==> config.mk <==
export PLATFORM = sky130hd
export DESIGN_NAME = acc_reduce
export DESIGN_NICKNAME = d
export VERILOG_FILES = /design/src/common/par_pkg.sv /design/src/acc_reduce.sv
export SDC_FILE = /design/constraint.sdc
export NUM_CORES = 1
export LEC_CHECK = 0
export BUFFER_PORTS_ARGS = -buffer_cell sky130_fd_sc_hd__buf_2
export CAP_MARGIN = 20
export CORE_MARGIN = 1.5
export CORE_UTILIZATION = 45
export DETAILED_ROUTE_END_ITERATION = 12
export GPL_TIMING_DRIVEN = 0
export PLACE_DENSITY = 0.74
export SLEW_MARGIN = 10
export SYNTH_ARGS = -nofsm -noshare
export SYNTH_HDL_FRONTEND = slang
export SYNTH_SLANG_ARGS = --single-unit
==> constraint.sdc <==
create_clock -name clk -period 8.55 [get_ports clk]
set_input_delay 1.71 -clock clk [delete_from_list [all_inputs] [get_ports clk]]
set_output_delay 1.71 -clock clk [all_outputs]
set_load 0.01 [all_outputs]
==> src/common/par_pkg.sv <==
package par_pkg;

	// Cluster size
	localparam int N_CORE = 4;

	// Datapath widths
	localparam int DATA_W = 32;
	localparam int CNT_W = 16;

	// Wide enough to count every core requesting in the same cycle
	localparam int PFX_W = $clog2(N_CORE + 1);

	// Loop description carried by a fork
	// The loop runs from start in steps of step and stops before bound.
	// Every index in range contributes index * coeff.
	typedef struct packed {
		logic signed [DATA_W-1:0] start;
		logic signed [DATA_W-1:0] step;
		logic signed [DATA_W-1:0] bound;
		logic signed [DATA_W-1:0] coeff;
	} fork_cmd_t;

	// What one worker reports to the reducer
	typedef struct packed {
		logic signed [DATA_W-1:0] acc;
		logic [CNT_W-1:0] count;
		logic ending;
	} worker_stat_t;

	// Reduced result of a whole loop
	typedef struct packed {
		logic signed [DATA_W-1:0] sum;
		logic [CNT_W-1:0] count;
	} result_t;

endpackage
==> src/acc_reduce.sv <==
module acc_reduce (
	input logic clk,
	input logic rst_n,
	input logic do_fork,
	input par_pkg::worker_stat_t stat [par_pkg::N_CORE],
	output logic done,
	output par_pkg::result_t result
);

	// Set by a fork, cleared once the result is out
	logic busy;

	// All workers finished their share
	logic all_ending;

	// Cluster-wide totals
	logic signed [par_pkg::DATA_W-1:0] sum;
	logic [par_pkg::CNT_W-1:0] total;

	// Take the result in this cycle
	logic fire;

	always_comb begin
		all_ending = 1'b1;
		sum = '0;
		total = '0;
		for (int i = 0; i < par_pkg::N_CORE; i++) begin
			all_ending = all_ending && stat[i].ending;
			sum = sum + stat[i].acc;
			total = total + stat[i].count;
		end
	end

	// A new fork wins over a loop that happens to finish in the same cycle
	assign fire = busy && all_ending && !do_fork;

	always_ff @(posedge clk) begin
		if (!rst_n) begin
			busy <= 1'b0;
		end else if (do_fork) begin
			busy <= 1'b1;
		end else if (fire) begin
			busy <= 1'b0;
		end
	end

	// One-cycle pulse, fire is only high once per loop
	always_ff @(posedge clk) begin
		if (!rst_n) begin
			done <= 1'b0;
		end else begin
			done <= fire;
		end
	end

	// Holds until the next loop finishes
	always_ff @(posedge clk) begin
		if (fire) begin
			result.sum <= sum;
			result.count <= total;
		end
	end

endmodule

==> metrics.txt <==
Yosys reg bits=50; Worst-Skew Late Latency=0.29 ns; DR iter-0 viols=229; HP Class=reg2reg; Max Fclk=0.191 GHz; Routed wire per std cell=11.7 um; Crit Path Class=in2reg; Routed WL=13600 um; cts bufs inserted=5; Root Buffer=clkbuf_16; Async SR Flop Fraction=0%; DIE AREA=15600 um^2; pin count of the biggest net entering global routing=16; critical path data required time=8.58 ns; worst reg2reg setup slack=6.70 ns; Hold Crit Start=busy$_SDFFE_PN0P_; max-cap violation count=0; Main synth FF type=edfxtp_1; commonest non-fill, non-tap cell in the layout=buf_2; Die Ht=125 um; Worst setup SP type=input port; Simple-Gate Fraction of Synth Area=6.36%; detailed-route DRC error count=0; CP max FO=6; initial antenna violation count=0; Netlist cell types=52; Die W=125 um; complex-gate fraction of the synthesized area=14.8%; worst-margin pin slew=0.793 ns; RR Startpoint=busy$_SDFFE_PN0P_; area grow syn2layout=25.5%; CTS Sinks=50; Initial Utilization=46.0%; H-tree Lvls=2; Max Slew Vio Count=0; Boundary Pins=248; Mapped Area=6670 um^2; syn_nets=1059; Mean Syn Cell Area=9.23 um^2; critical path capture point type=flop; Clock Skew=0.00819 ns; setup_tns=0 ns; CTS Hold Bufs=0; outcome=finished clean; buffer count from post-CTS setup fixing=0; Tot GR Track Use=18.2%; leakage=4.51 nW; Non-Filler Instances=1165; Inst Count DP=1157; number of enable flip-flop cells after synthesis=48; max_slew headroom=46.4%; xor-xnor portion of the synthesized cell area=5.91%; period utilization=61.3%; fillers=1329; drt pass-1 iters=6; Via-to-Cell Ratio=4.75; most frequent cells in the layout=buf_2 (247), inv_1 (245), fa_1 (92); GP Congestion=0.853; pwr dens=191 nW/um^2; row cnt=44; Worst Path Arrival=5.27 ns; YS warnings=0; Clock Pin Slew Worst Setup and Hold Paths=0.07 ns; Finish-stage setup viols=0; Peak VDD IR=0.0850 mV; Syn Inst Count=722; Longest Clk Path Bufs=2; unrepaired setup endpoints after global routing=false; Resized Gates After CTS=0; DP HPWL=12100 um; Period minus WS final=5.24 ns; Critical Path Start=stat[18]; antenna cell count=0; antenna-violating nets left=0; final core utilization=57.8%; Area contributors post-synth=fa_1 (28%), edfxtp_1 (22%), inv_1 (14%); share of cells above drive strength 1=27.4%; vias in the first global route=5428; CORE AREA=14500 um^2; PortBufs=247; mux contribution to synthesized area=0.150%; total number of vias=5539; Nets=1317; first-pass GRT wire length=23700 um; CTS tree=done; Adder-Cell Fraction of Synth Area=36.3%; top cell type's share of synthesized area=27.6%; largest family of logic cells by synthesized area=adder cells; area leader, netlist=fa_1; grt ovf=0; Fin. Hold Viols=0; sequential fraction of the synthesis area=22.2%
[metrics by stage]
step                hold WS, ns  cell area [um^2]  worst slack [ns]  total power, mW
floorplan                 0.464              6670              2.62             1.11
global placement          0.482              8130             0.451             1.31
detailed placement        0.492              8170              3.07             1.34
CTS                       0.513              8370              3.36             1.61
global route              0.563              8370              3.17             1.76
finish                    0.512              8370              3.31             1.60
[metal layers]
| layer | track usage, % | vias up | share of wire, % |
|---|---|---|---|
| li1 | - | 2778 | - |
| met1 | 23.7 | 2581 | 43 |
| met2 | 31.8 | 169 | 49 |
| met3 | 2.92 | 11 | 6.2 |
| met4 | 3.92 | 0 | 1.7 |
| met5 | 0 | - | 0 |
[critical path, stage by stage]
cell and delay [ns]:
buf_2 0.11, fa_1 0.56, fa_1 0.42, ha_1 0.27, fa_1 0.44, a211oi_1 0.31, o21ai_0 0.24, a21oi_1 0.44
o31ai_4 0.17, and2_1 0.22, a311o_1 0.37
[cells by family (layout without fill, tap and decap cells)]
logic type,after synthesis,in the layout
AO/OA/AOI/OAI,146,146
XOR/XNOR,45,45
adder cells (fa/ha/maj),138,138
buffers and inverters,251,510
flip-flops,50,50
multiplexers,1,1
AND/OR/NAND/NOR,91,91
[Yosys cell counts, types with 3 or more instances]
cell and instances:
inv_1 245, fa_1 92, edfxtp_1 48, ha_1 46, a21oi_1 44, xnor2_1 33, nand2_1 27, nor2_1 26
o21ai_0 25, a211oi_1 12, xor2_1 12, a21o_1 10, nor3_1 10, o21bai_1 9, o211ai_1 7, o21a_1 6
and2_1 5, clkbuf_1 5, nand3_1 5, a2111oi_0 4, nor2b_1 4, a21boi_0 3, a31oi_1 3, nand4_1 3
nor3b_1 3
[sequential cells by signal (all words and copies together), names as in the netlist]
register,flops
busy,1
done,1
result,48
[final cells by class]
cell class	count	area, um^2	share of cell area (%)
Buffer	6	30.0	0.359
Clock buffer	6	139	1.66
Clock inverter	2	60.1	0.718
Inverter	245	920	11.0
Multi-Input combinational cell	421	4240	50.7
Sequential cell	50	1480	17.7
Tap cell	184	230	2.75
Timing Repair Buffer	251	1270	15.1
[where the power goes]
group	leakage, nW	switching, mW	internal, mW
Clock	0.0971	0.0880	0.176
Sequential	0.448	0.000750	0.330
Combinational	3.97	0.560	0.442
[path summary, 6_finish.rpt]
kind	endpoint	cells after the start
setup / recovery	result[41]$_DFFE_PP_	11
setup reg to reg	result[33]$_DFFE_PP_	3
hold reg to reg	busy$_SDFFE_PN0P_	2
hold / removal	busy$_SDFFE_PN0P_	2
Note: power is estimated with default switching activity, not from simulation.
