### src/common/par_pkg.sv
package par_pkg;

	// Cluster size
	localparam int N_CORE = 4;

	// Datapath widths
	localparam int DATA_W = 32;
	localparam int CNT_W = 16;

	// Wide enough to count every core requesting in the same cycle
	localparam int PFX_W = $clog2(N_CORE + 1);

	// Loop description carried by a fork
	// The loop runs from start in steps of step and stops before bound.
	// Every index in range contributes index * coeff.
	typedef struct packed {
		logic signed [DATA_W-1:0] start;
		logic signed [DATA_W-1:0] step;
		logic signed [DATA_W-1:0] bound;
		logic signed [DATA_W-1:0] coeff;
	} fork_cmd_t;

	// What one worker reports to the reducer
	typedef struct packed {
		logic signed [DATA_W-1:0] acc;
		logic [CNT_W-1:0] count;
		logic ending;
	} worker_stat_t;

	// Reduced result of a whole loop
	typedef struct packed {
		logic signed [DATA_W-1:0] sum;
		logic [CNT_W-1:0] count;
	} result_t;

endpackage
### src/iter_dispenser.sv
module iter_dispenser (
	input logic clk,
	input logic rst_n,
	input logic do_fork,
	input par_pkg::fork_cmd_t cmd,
	input logic [par_pkg::N_CORE-1:0] req,
	output logic signed [par_pkg::DATA_W-1:0] index [par_pkg::N_CORE]
);

	// Shared loop counter and the step that came with the fork
	logic signed [par_pkg::DATA_W-1:0] counter;
	logic signed [par_pkg::DATA_W-1:0] step;

	// Candidate indices counter + k * step, for k = 0 .. N_CORE
	logic signed [par_pkg::DATA_W-1:0] plus [par_pkg::N_CORE+1];

	// Requests from cores below each core
	// The last entry is the number of grants in this cycle
	logic [par_pkg::PFX_W-1:0] pfx [par_pkg::N_CORE+1];

	// Counter value after this cycle's grants
	logic signed [par_pkg::DATA_W-1:0] counter_next;

	// Built by repeated addition, no multiplier needed
	always_comb begin
		plus[0] = counter;
		for (int k = 1; k <= par_pkg::N_CORE; k++) begin
			plus[k] = plus[k-1] + step;
		end
	end

	// Running prefix count, lower core index wins the lower offset
	always_comb begin
		pfx[0] = '0;
		for (int i = 0; i < par_pkg::N_CORE; i++) begin
			pfx[i+1] = pfx[i] + {{(par_pkg::PFX_W-1){1'b0}}, req[i]};
		end
	end

	// Each requester skips past the ones below it
	// Cores that do not request see a value too, which they ignore
	for (genvar i = 0; i < par_pkg::N_CORE; i++) begin : g_grant
		assign index[i] = plus[pfx[i]];
	end

	assign counter_next = plus[pfx[par_pkg::N_CORE]];

	always_ff @(posedge clk) begin
		if (!rst_n) begin
			counter <= '0;
			step <= '0;
		end else if (do_fork) begin
			// A fork restarts the loop, grants of this cycle are dropped
			counter <= cmd.start;
			step <= cmd.step;
		end else begin
			counter <= counter_next;
		end
	end

endmodule

### config.mk
export PLATFORM = sky130hd
export DESIGN_NAME = iter_dispenser
export DESIGN_NICKNAME = d
export VERILOG_FILES = /design/src/common/par_pkg.sv /design/src/iter_dispenser.sv
export SDC_FILE = /design/constraint.sdc
export NUM_CORES = 1
export LEC_CHECK = 0
export BUFFER_PORTS_ARGS = -buffer_cell sky130_fd_sc_hd__clkbuf_2
export CORE_MARGIN = 2
export CORE_UTILIZATION = 55
export DETAILED_ROUTE_END_ITERATION = 7
export GPL_TIMING_DRIVEN = 0
export PLACE_DENSITY = 0.77
export SLEW_MARGIN = 20
export SYNTH_ARGS = -nofsm -noshare
export SYNTH_HDL_FRONTEND = slang
export SYNTH_SLANG_ARGS = --single-unit
### constraint.sdc
create_clock -name clk -period 12.65 [get_ports clk]
set_input_delay 2.53 -clock clk [delete_from_list [all_inputs] [get_ports clk]]
set_output_delay 2.53 -clock clk [all_outputs]
set_load 0.03 [all_outputs]
==> impl_metrics.json <==
{
  "p_total_mw": 2.99,
  "use_met1_pct": 61.8,
  "met2_usage_pct": 68.7,
  "synth_cell_types": 87,
  "antenna_found_initial": 0,
  "yosys_warnings": 0,
  "io_pins": 263,
  "status": "complete, no violations",
  "dr.pass1.iters": 6,
  "cp.required_ps": 10120,
  "grt_pass1_vias": 13800,
  "antennaDiodeCount": 0,
  "fin_area_mm2": 0.0141,
  "overflow": 0,
  "syn_area_mm2": 0.0124,
  "slew_headroom_pct": 12.9,
  "use_met3_pct": 13.1,
  "ys_ff_latch": 64,
  "fill_cells": 2131,
  "place_inst": 2083,
  "wl_per_cell_um": 26.9,
  "nets": 2082,
  "die_h_um": 154,
  "hold_violations": 0,
  "layoutNonFillerInstCount": 2099,
  "final.setup.worst_slack_ps": 358,
  "wl_um": 56500,
  "dieArea_mm2": 0.0238,
  "track_usage_pct": 45.9,
  "initialDrtViolationCount": 2208,
  "final_cell_mix": "196 x clkbuf_2, 163 x a21oi_1, 137 x nor2_1",
  "remaining_drc_errors": 0,
  "cp_num_buf_inv": 4,
  "place_area_mm2": 0.0138,
  "multiInputGateArea_mm2": 0.0107,
  "initial_core_util_pct": 55.4,
  "htreeDepth": 3,
  "critPathArrivalTime_ps": 9760,
  "grt_pass1_wl_um": 82300,
  "min_period_over_period_pct": 97.2,
  "total_leakage_power_nw": 6.50,
  "grt-busiest-layer": "met2",
  "cts_buffers": 9,
  "synthCells": 1602,
  "vias_per_cell": 7.06,
  "path_max_fanout": 9,
  "cp_top_family": "compound AO/OA/AOI/OAI gates",
  "clock_sinks": 64,
  "crit_type": "reg -> out",
  "cp_slowest_stage_delay_ps": 620,
  "coreArea_mm2": 0.0224,
  "portBuffers": 196,
  "dp_hpwl_um": 44400,
  "place_ws_ps": 408,
  "post_cts_buffers": 0,
  "area_growth_pct": 13.5,
  "ys.flop_type": "dfxtp_1",
  "clk_latency_ps": 370,
  "die_w_um": 154,
  "clk_path_buf_depth": 2,
  "worstMarginPinSlew_ps": 1310,
  "ir_drop_v": 0.0000907,
  "synth_nets": 1875,
  "finalSetupViolations": 0,
  "cp-start-kind": "flop",
  "clock.fmax_ghz": 0.0814,
  "maxCapViolCount": 0,
  "grt_max_degree": 12,
  "postSynth.asyncResetShare_pct": 0,
  "cpMostUsedCell": "a21oi_1",
  "rows": 55,
  "vias": 14800,
  "tns_ps": 0,
  "cts_tree": "built",
  "regArea_mm2": 0.00128,
  "fin_crit_ps": 12290,
  "slew_violations": 0,
  "ys_seq_area_share_pct": 10.3,
  "crit_slowest_cell": "a221oi_1",
  "gp_congestion": 1.07,
  "mostFrequentLayoutCell": "clkbuf_2",
  "ant_nets": 0,
  "avgSynthCellArea_um2": 7.76,
  "clockRootBuffer": "clkbuf_16",
  "synth_edf_count": 0,
  "skew_ps": 10.6,
  "drive_gt1_share_pct": 19.0,
  "power.density_mw_per_mm2": 212,
  "hp-class": "reg -> reg",
  "crit_path_end_kind": "primary output",
  "clkSlewWorstSetupHoldPaths_ps": 70
}
registers in the layout, indices dropped and copies added, names as in the netlist:
signal   count
counter     32
step        32
final cells by class:
cell class              instances  share of cell area [%]
well taps                     285                    2.53
multi-input cells            1404                    75.7
clock inverters                 5                   0.399
inverters                      55                    1.46
plain buffers                  79                    2.14
flip-flops and latches         64                    9.08
clock buffers                  11                    1.72
repair buffers                196                    6.95
report_power, final:
group          internal, mW  switching, mW
Sequential            0.225         0.0618
Combinational         0.837           1.58
Clock                 0.158          0.127
tightest hold or removal path, cell delays in order (launching register included):
cell	delay [ps]
dfxtp_1	360
nand2_1	80
a21oi_1	50
synth_stat cells (18+ instances only):
master,instances,area [um^2]
a21o_1,55,413
a21oi_1,163,816
a31oi_1,18,113
and3_1,20,125
clkbuf_1,66,248
dfxtp_1,64,1280
ha_1,132,1650
inv_1,51,191
mux2_2,39,439
mux2i_1,53,531
mux4_2,48,1080
nand2_1,128,480
nand3_1,40,200
nor2_1,139,522
nor2b_1,18,113
nor3_1,25,125
o211ai_1,23,173
o21ai_0,112,561
xnor2_1,73,639
xor2_1,29,254
metal layers:
layer / wire length [um] / up-vias
li1: - / 6513
met1: 22300 / 6991
met2: 23500 / 1097
met3: 7950 / 215
met4: 2770 / 0
met5: 0 / -
stage by stage:
step	util [%]	hold slack, ps
global route	62.9	551
global placement	61.4	508
finish	62.9	539
floorplan	-	541
CTS	62.7	532
detailed placement	61.4	523
cells by family after synthesis:
kind of cell	Yosys count	synth area share, %
AOI/OAI and AO/OA	580	30.9
xor gates and xnor gates	103	7.37
adders and majority gates	138	14.2
buffers and inverters	134	4.08
DFF	64	10.3
muxes	140	16.5
and+or+nand+nor	443	16.6
path summary, 6_finish.rpt:
check | start | endpoint | slack [ps] | depth (start not counted)
setup reg to reg | step[0] | counter[31] | 3490 | 33
hold / removal | counter[3] | counter[3] | 540 | 2
setup / recovery | step[0] | index[31] | 360 | 34
hold reg to reg | counter[3] | counter[3] | 540 | 2
repair_timing:
item,in CTS,in global routing
endpoints found under the setup margin,1,8
hold buffers,0,0
gates cloned,0,0
resized for setup,1,8
(Power assumes the default switching activity.)
