[src/common/par_pkg.sv]
package par_pkg;

	// Cluster size
	localparam int N_CORE = 4;

	// Datapath widths
	localparam int DATA_W = 32;
	localparam int CNT_W = 16;

	// Wide enough to count every core requesting in the same cycle
	localparam int PFX_W = $clog2(N_CORE + 1);

	// Loop description carried by a fork
	// The loop runs from start in steps of step and stops before bound.
	// Every index in range contributes index * coeff.
	typedef struct packed {
		logic signed [DATA_W-1:0] start;
		logic signed [DATA_W-1:0] step;
		logic signed [DATA_W-1:0] bound;
		logic signed [DATA_W-1:0] coeff;
	} fork_cmd_t;

	// What one worker reports to the reducer
	typedef struct packed {
		logic signed [DATA_W-1:0] acc;
		logic [CNT_W-1:0] count;
		logic ending;
	} worker_stat_t;

	// Reduced result of a whole loop
	typedef struct packed {
		logic signed [DATA_W-1:0] sum;
		logic [CNT_W-1:0] count;
	} result_t;

endpackage
[src/worker/par_worker.sv]
module par_worker (
	input logic clk,
	input logic rst_n,
	input logic do_fork,
	input par_pkg::fork_cmd_t cmd,
	input logic hold,
	output logic req,
	input logic signed [par_pkg::DATA_W-1:0] index,
	output par_pkg::worker_stat_t stat
);

	// Loop parameters captured at fork
	logic signed [par_pkg::DATA_W-1:0] coeff;
	logic signed [par_pkg::DATA_W-1:0] bound;
	logic step_neg;

	// Still drawing indices
	logic run;

	// Range test on the index granted this cycle
	logic in_range;
	logic take;
	logic stop;

	// Multiply stage
	logic mul_vld;
	logic signed [par_pkg::DATA_W-1:0] mul_q;

	// Accumulate stage
	logic signed [par_pkg::DATA_W-1:0] acc;
	logic [par_pkg::CNT_W-1:0] count;

	// Nothing left to draw and nothing in flight
	logic drained;
	logic ending;

	assign req = run && !hold;

	// Direction of the bound follows the sign of step
	always_comb begin
		if (step_neg) begin
			in_range = index > bound;
		end else begin
			in_range = index < bound;
		end
	end

	// Grant arrives with the request
	assign take = req && in_range;
	assign stop = req && !in_range;

	always_ff @(posedge clk) begin
		if (do_fork) begin
			coeff <= cmd.coeff;
			bound <= cmd.bound;
			step_neg <= cmd.step[par_pkg::DATA_W-1];
		end
	end

	// First out-of-range index ends the drawing
	always_ff @(posedge clk) begin
		if (!rst_n) begin
			run <= 1'b0;
		end else if (do_fork) begin
			run <= 1'b1;
		end else if (stop) begin
			run <= 1'b0;
		end
	end

	// Stage one registers the product of the granted index
	always_ff @(posedge clk) begin
		if (!rst_n) begin
			mul_vld <= 1'b0;
		end else begin
			// A fork drops whatever was granted from the old loop
			mul_vld <= take && !do_fork;
		end
	end

	always_ff @(posedge clk) begin
		if (take) begin
			mul_q <= index * coeff;
		end
	end

	// Stage two adds into the running sum
	always_ff @(posedge clk) begin
		if (!rst_n) begin
			acc <= '0;
			count <= '0;
		end else if (do_fork) begin
			acc <= '0;
			count <= '0;
		end else if (mul_vld) begin
			acc <= acc + mul_q;
			count <= count + par_pkg::CNT_W'(1);
		end
	end

	assign drained = !run && !mul_vld;

	// High out of reset, so an idle worker never blocks the reducer
	always_ff @(posedge clk) begin
		if (!rst_n) begin
			ending <= 1'b1;
		end else if (do_fork) begin
			ending <= 1'b0;
		end else if (drained) begin
			ending <= 1'b1;
		end
	end

	assign stat.acc = acc;
	assign stat.count = count;
	assign stat.ending = ending;

endmodule

[config.mk]
export PLATFORM = sky130hd
export DESIGN_NAME = par_worker
export DESIGN_NICKNAME = d
export VERILOG_FILES = /design/src/common/par_pkg.sv /design/src/worker/par_worker.sv
export SDC_FILE = /design/constraint.sdc
export NUM_CORES = 1
export LEC_CHECK = 0
export BUFFER_PORTS_ARGS = -buffer_cell sky130_fd_sc_hd__buf_2
export CAP_MARGIN = 5
export CORE_ASPECT_RATIO = 0.9
export CORE_MARGIN = 2
export CORE_UTILIZATION = 50
export DETAILED_ROUTE_END_ITERATION = 16
export PLACE_DENSITY = 0.69
export SLEW_MARGIN = 15
export SYNTH_ARGS = -nofsm -noshare
export SYNTH_HDL_FRONTEND = slang
export SYNTH_SLANG_ARGS = --single-unit
[constraint.sdc]
create_clock -name clk -period 9.6 [get_ports clk]
set_input_delay 1.44 -clock clk [delete_from_list [all_inputs] [get_ports clk]]
set_output_delay 1.44 -clock clk [all_outputs]
set_load 0.02 [all_outputs]
==> impl_metrics.ini <==
[clocking]
cts_root_buffer = clkbuf_16
h-tree-depth = 4
post_cts_buffers = 0
clk_latency_ps = 470
clock-sinks = 148
tritoncts = yes
clockBufferDepth = 2
ctsResizeCount = 0
path_clk_slew_ps = 60
cts_buffers = 17
ctsHoldBuffers = 0

[route]
drt_drc_violations_left = 0
wl_per_cell_um = 18.2
vias_per_cell = 5.28
num_vias = 16600
drt_first_pass_iters = 5
ant_nets = 0
routed_wl_mm = 57.3
drtIter0Drc = 971

[floorplanning]
core_area_um2 = 46500
io_pins = 214
floorplan.initialDensity = 0.504
die_h_um = 209
fp.dieW_um = 232
die-area_um2 = 48500
num_rows = 75

[setup_path]
ff2ff_path_depth = 22
critPathKind = in2reg
path_max_fanout = 21
worst_setup_path_start_kind = input pin
cp.arrival_ps = 8300
end_kind = flip-flop
worst_ep_required_time_ps = 9820

[logic_synthesis]
seq_area_frac_synth = 0.168
synth_nets = 3227
synth_edf_count = 97
synth_top_area_cell = fa_1
synth_top_area_share = 0.350
ys_ff_latch = 148
synthFlopType = edfxtp_1
ys_types = 67
synth.most_common_cell = inv_1
syn-instance-count = 2440
postSynthAreaPerCell_um2 = 9.59
synth_warnings = 0
synth_commonest_cells = inv_1 (495), fa_1 (409), and2_1 (319), nand2_1 (263), ha_1 (214)
synth_area_um2 = 23400
async_reset_ff_frac = 0
synth_area_leaders = fa_1 (35%), edfxtp_1 (12%), ha_1 (11%)

[place]
gp_congestion = 0.912
dpl.hpwl_mm = 44.4
io_buffers = 150

[global_routing]
track_usage = 0.250
grt_pass1_wl_mm = 93.5
grt_antenna_before_repair = 1
grt-ovfl-total = 0
grt_pass1_vias = 17700
grt_max_degree = 55

[sta]
setup_viol = 0
rsz0062_at_grt = false
min_period_over_period = 0.842
worst_pin_slew_ps = 1100
hold_viol = 0
finalMaxSlewViolations = 0
clock_skew_ps = 12.5
period_needed_ps = 8090
slew_headroom = 0.264
fin_tns_setup_ps = 0
max_freq_ghz = 0.124

[worst_hold_path]
hold_path_class = reg2reg
hold_depth = 2

[job]
cap_violations = 0

[run_status]
status = finished, final reports clean

[finish]
drive_gt1_frac = 0.0823
nets = 3302
area_growth_pct = 7.75
## per-stage QoR
| step | utilization | cell area, um^2 | hold slack (ps) | cells | setup slack (ps) |
|---|---|---|---|---|---|
| 6_report | 0.543 | 25200 | 485 | 3145 | 1510 |
| 4_1_cts | 0.543 | 25200 | 486 | 3144 | 1580 |
| 3_5_place_dp | 0.530 | 24600 | 476 | 3112 | 1080 |
| 3_3_place_gp | 0.530 | 24600 | 470 | 3112 | 1140 |
| 5_1_grt | 0.543 | 25200 | 507 | 3145 | 1220 |
| 2_1_floorplan | - | 23400 | 483 | 2440 | 1730 |
## cell type report
type	count	area, um^2
diodes	1	2.50
clock buffers	20	479
clock inverters	12	129
fillers	4142	21200
inverters	496	1860
multi-input cells	1693	17200
flip-flops and latches	148	3940
well taps	616	771
repair buffers	159	818
## path summary, 6_finish.rpt
check                             from                   end  slack (ps)
setup / recovery             index[12]   mul_q[30]$_DFFE_PP_        1510
hold / removal    acc[22]$_SDFFE_PP0P_  acc[22]$_SDFFE_PP0P_         490
setup reg to reg    coeff[3]$_DFFE_PP_   mul_q[30]$_DFFE_PP_        1940
hold reg to reg   acc[22]$_SDFFE_PP0P_  acc[22]$_SDFFE_PP0P_         490
## flip-flops by register name, summed over array words and instances (netlist names)
name / flops
acc: 32
mul_vld: 1
coeff: 32
mul_q: 32
count: 16
step_neg: 1
run: 1
ending: 1
bound: 32
## routing by layer
layer | GRT usage | share of wire | up-vias
met1 | 0.346 | 0.44 | 8346
met5 | 0 | 0 | -
met4 | 0.0824 | 0.029 | 0
met2 | 0.389 | 0.45 | 552
met3 | 0.0562 | 0.077 | 92
li1 | - | - | 7630
## placed cells by master (no fill, tap or decap), drive strengths merged, types with 4 or more instances in the layout
master and n:
and4 5, nor3 17, a211oi 11, ha 214, a21oi 66, o211ai 4
o21bai 10, a31oi 8, a21o 28, nand3b 5, buf 159, nand2b 7
o21a 13, o21ai 31, and2 319, nor2 55, a31o 5, dfxtp 51
nor2b 11, mux2i 15, fa 409, xor2 39, edfxtp 97, inv 503
xnor2 80, clkinv 4, nand4 11, nand3 17, and3 9, nand2 263
clkbuf 20
## critical path: stages
cell     delay, ps
buf_2          480
and2_1         240
fa_1           450
fa_1           510
fa_1           520
inv_1           50
fa_1           490
inv_1           60
fa_1           500
inv_1           60
fa_1           530
inv_1           50
fa_1           490
fa_1           410
ha_1           380
and3_1         220
and4_1         250
nand3_1         90
o21ai_0        470
a31oi_1        200
o21ai_0        180
a21oi_1        100
xnor2_1        120
## kinds of logic (layout without fill, tap and decap cells)
family / after synthesis / after routing / synth area share
flops: 148 / 148 / 0.168
compound gates: 203 / 203 / 0.0586
xor+xnor: 119 / 119 / 0.0445
fa+ha+maj: 623 / 623 / 0.464
mux: 16 / 16 / 0.00690
simple gates: 732 / 732 / 0.161
buf+inv: 599 / 687 / 0.0963
other cells: 0 / 1 / 0
Power is not shown: default switching activity piles up to over one toggle a cycle in this logic, so the estimate is an artifact.
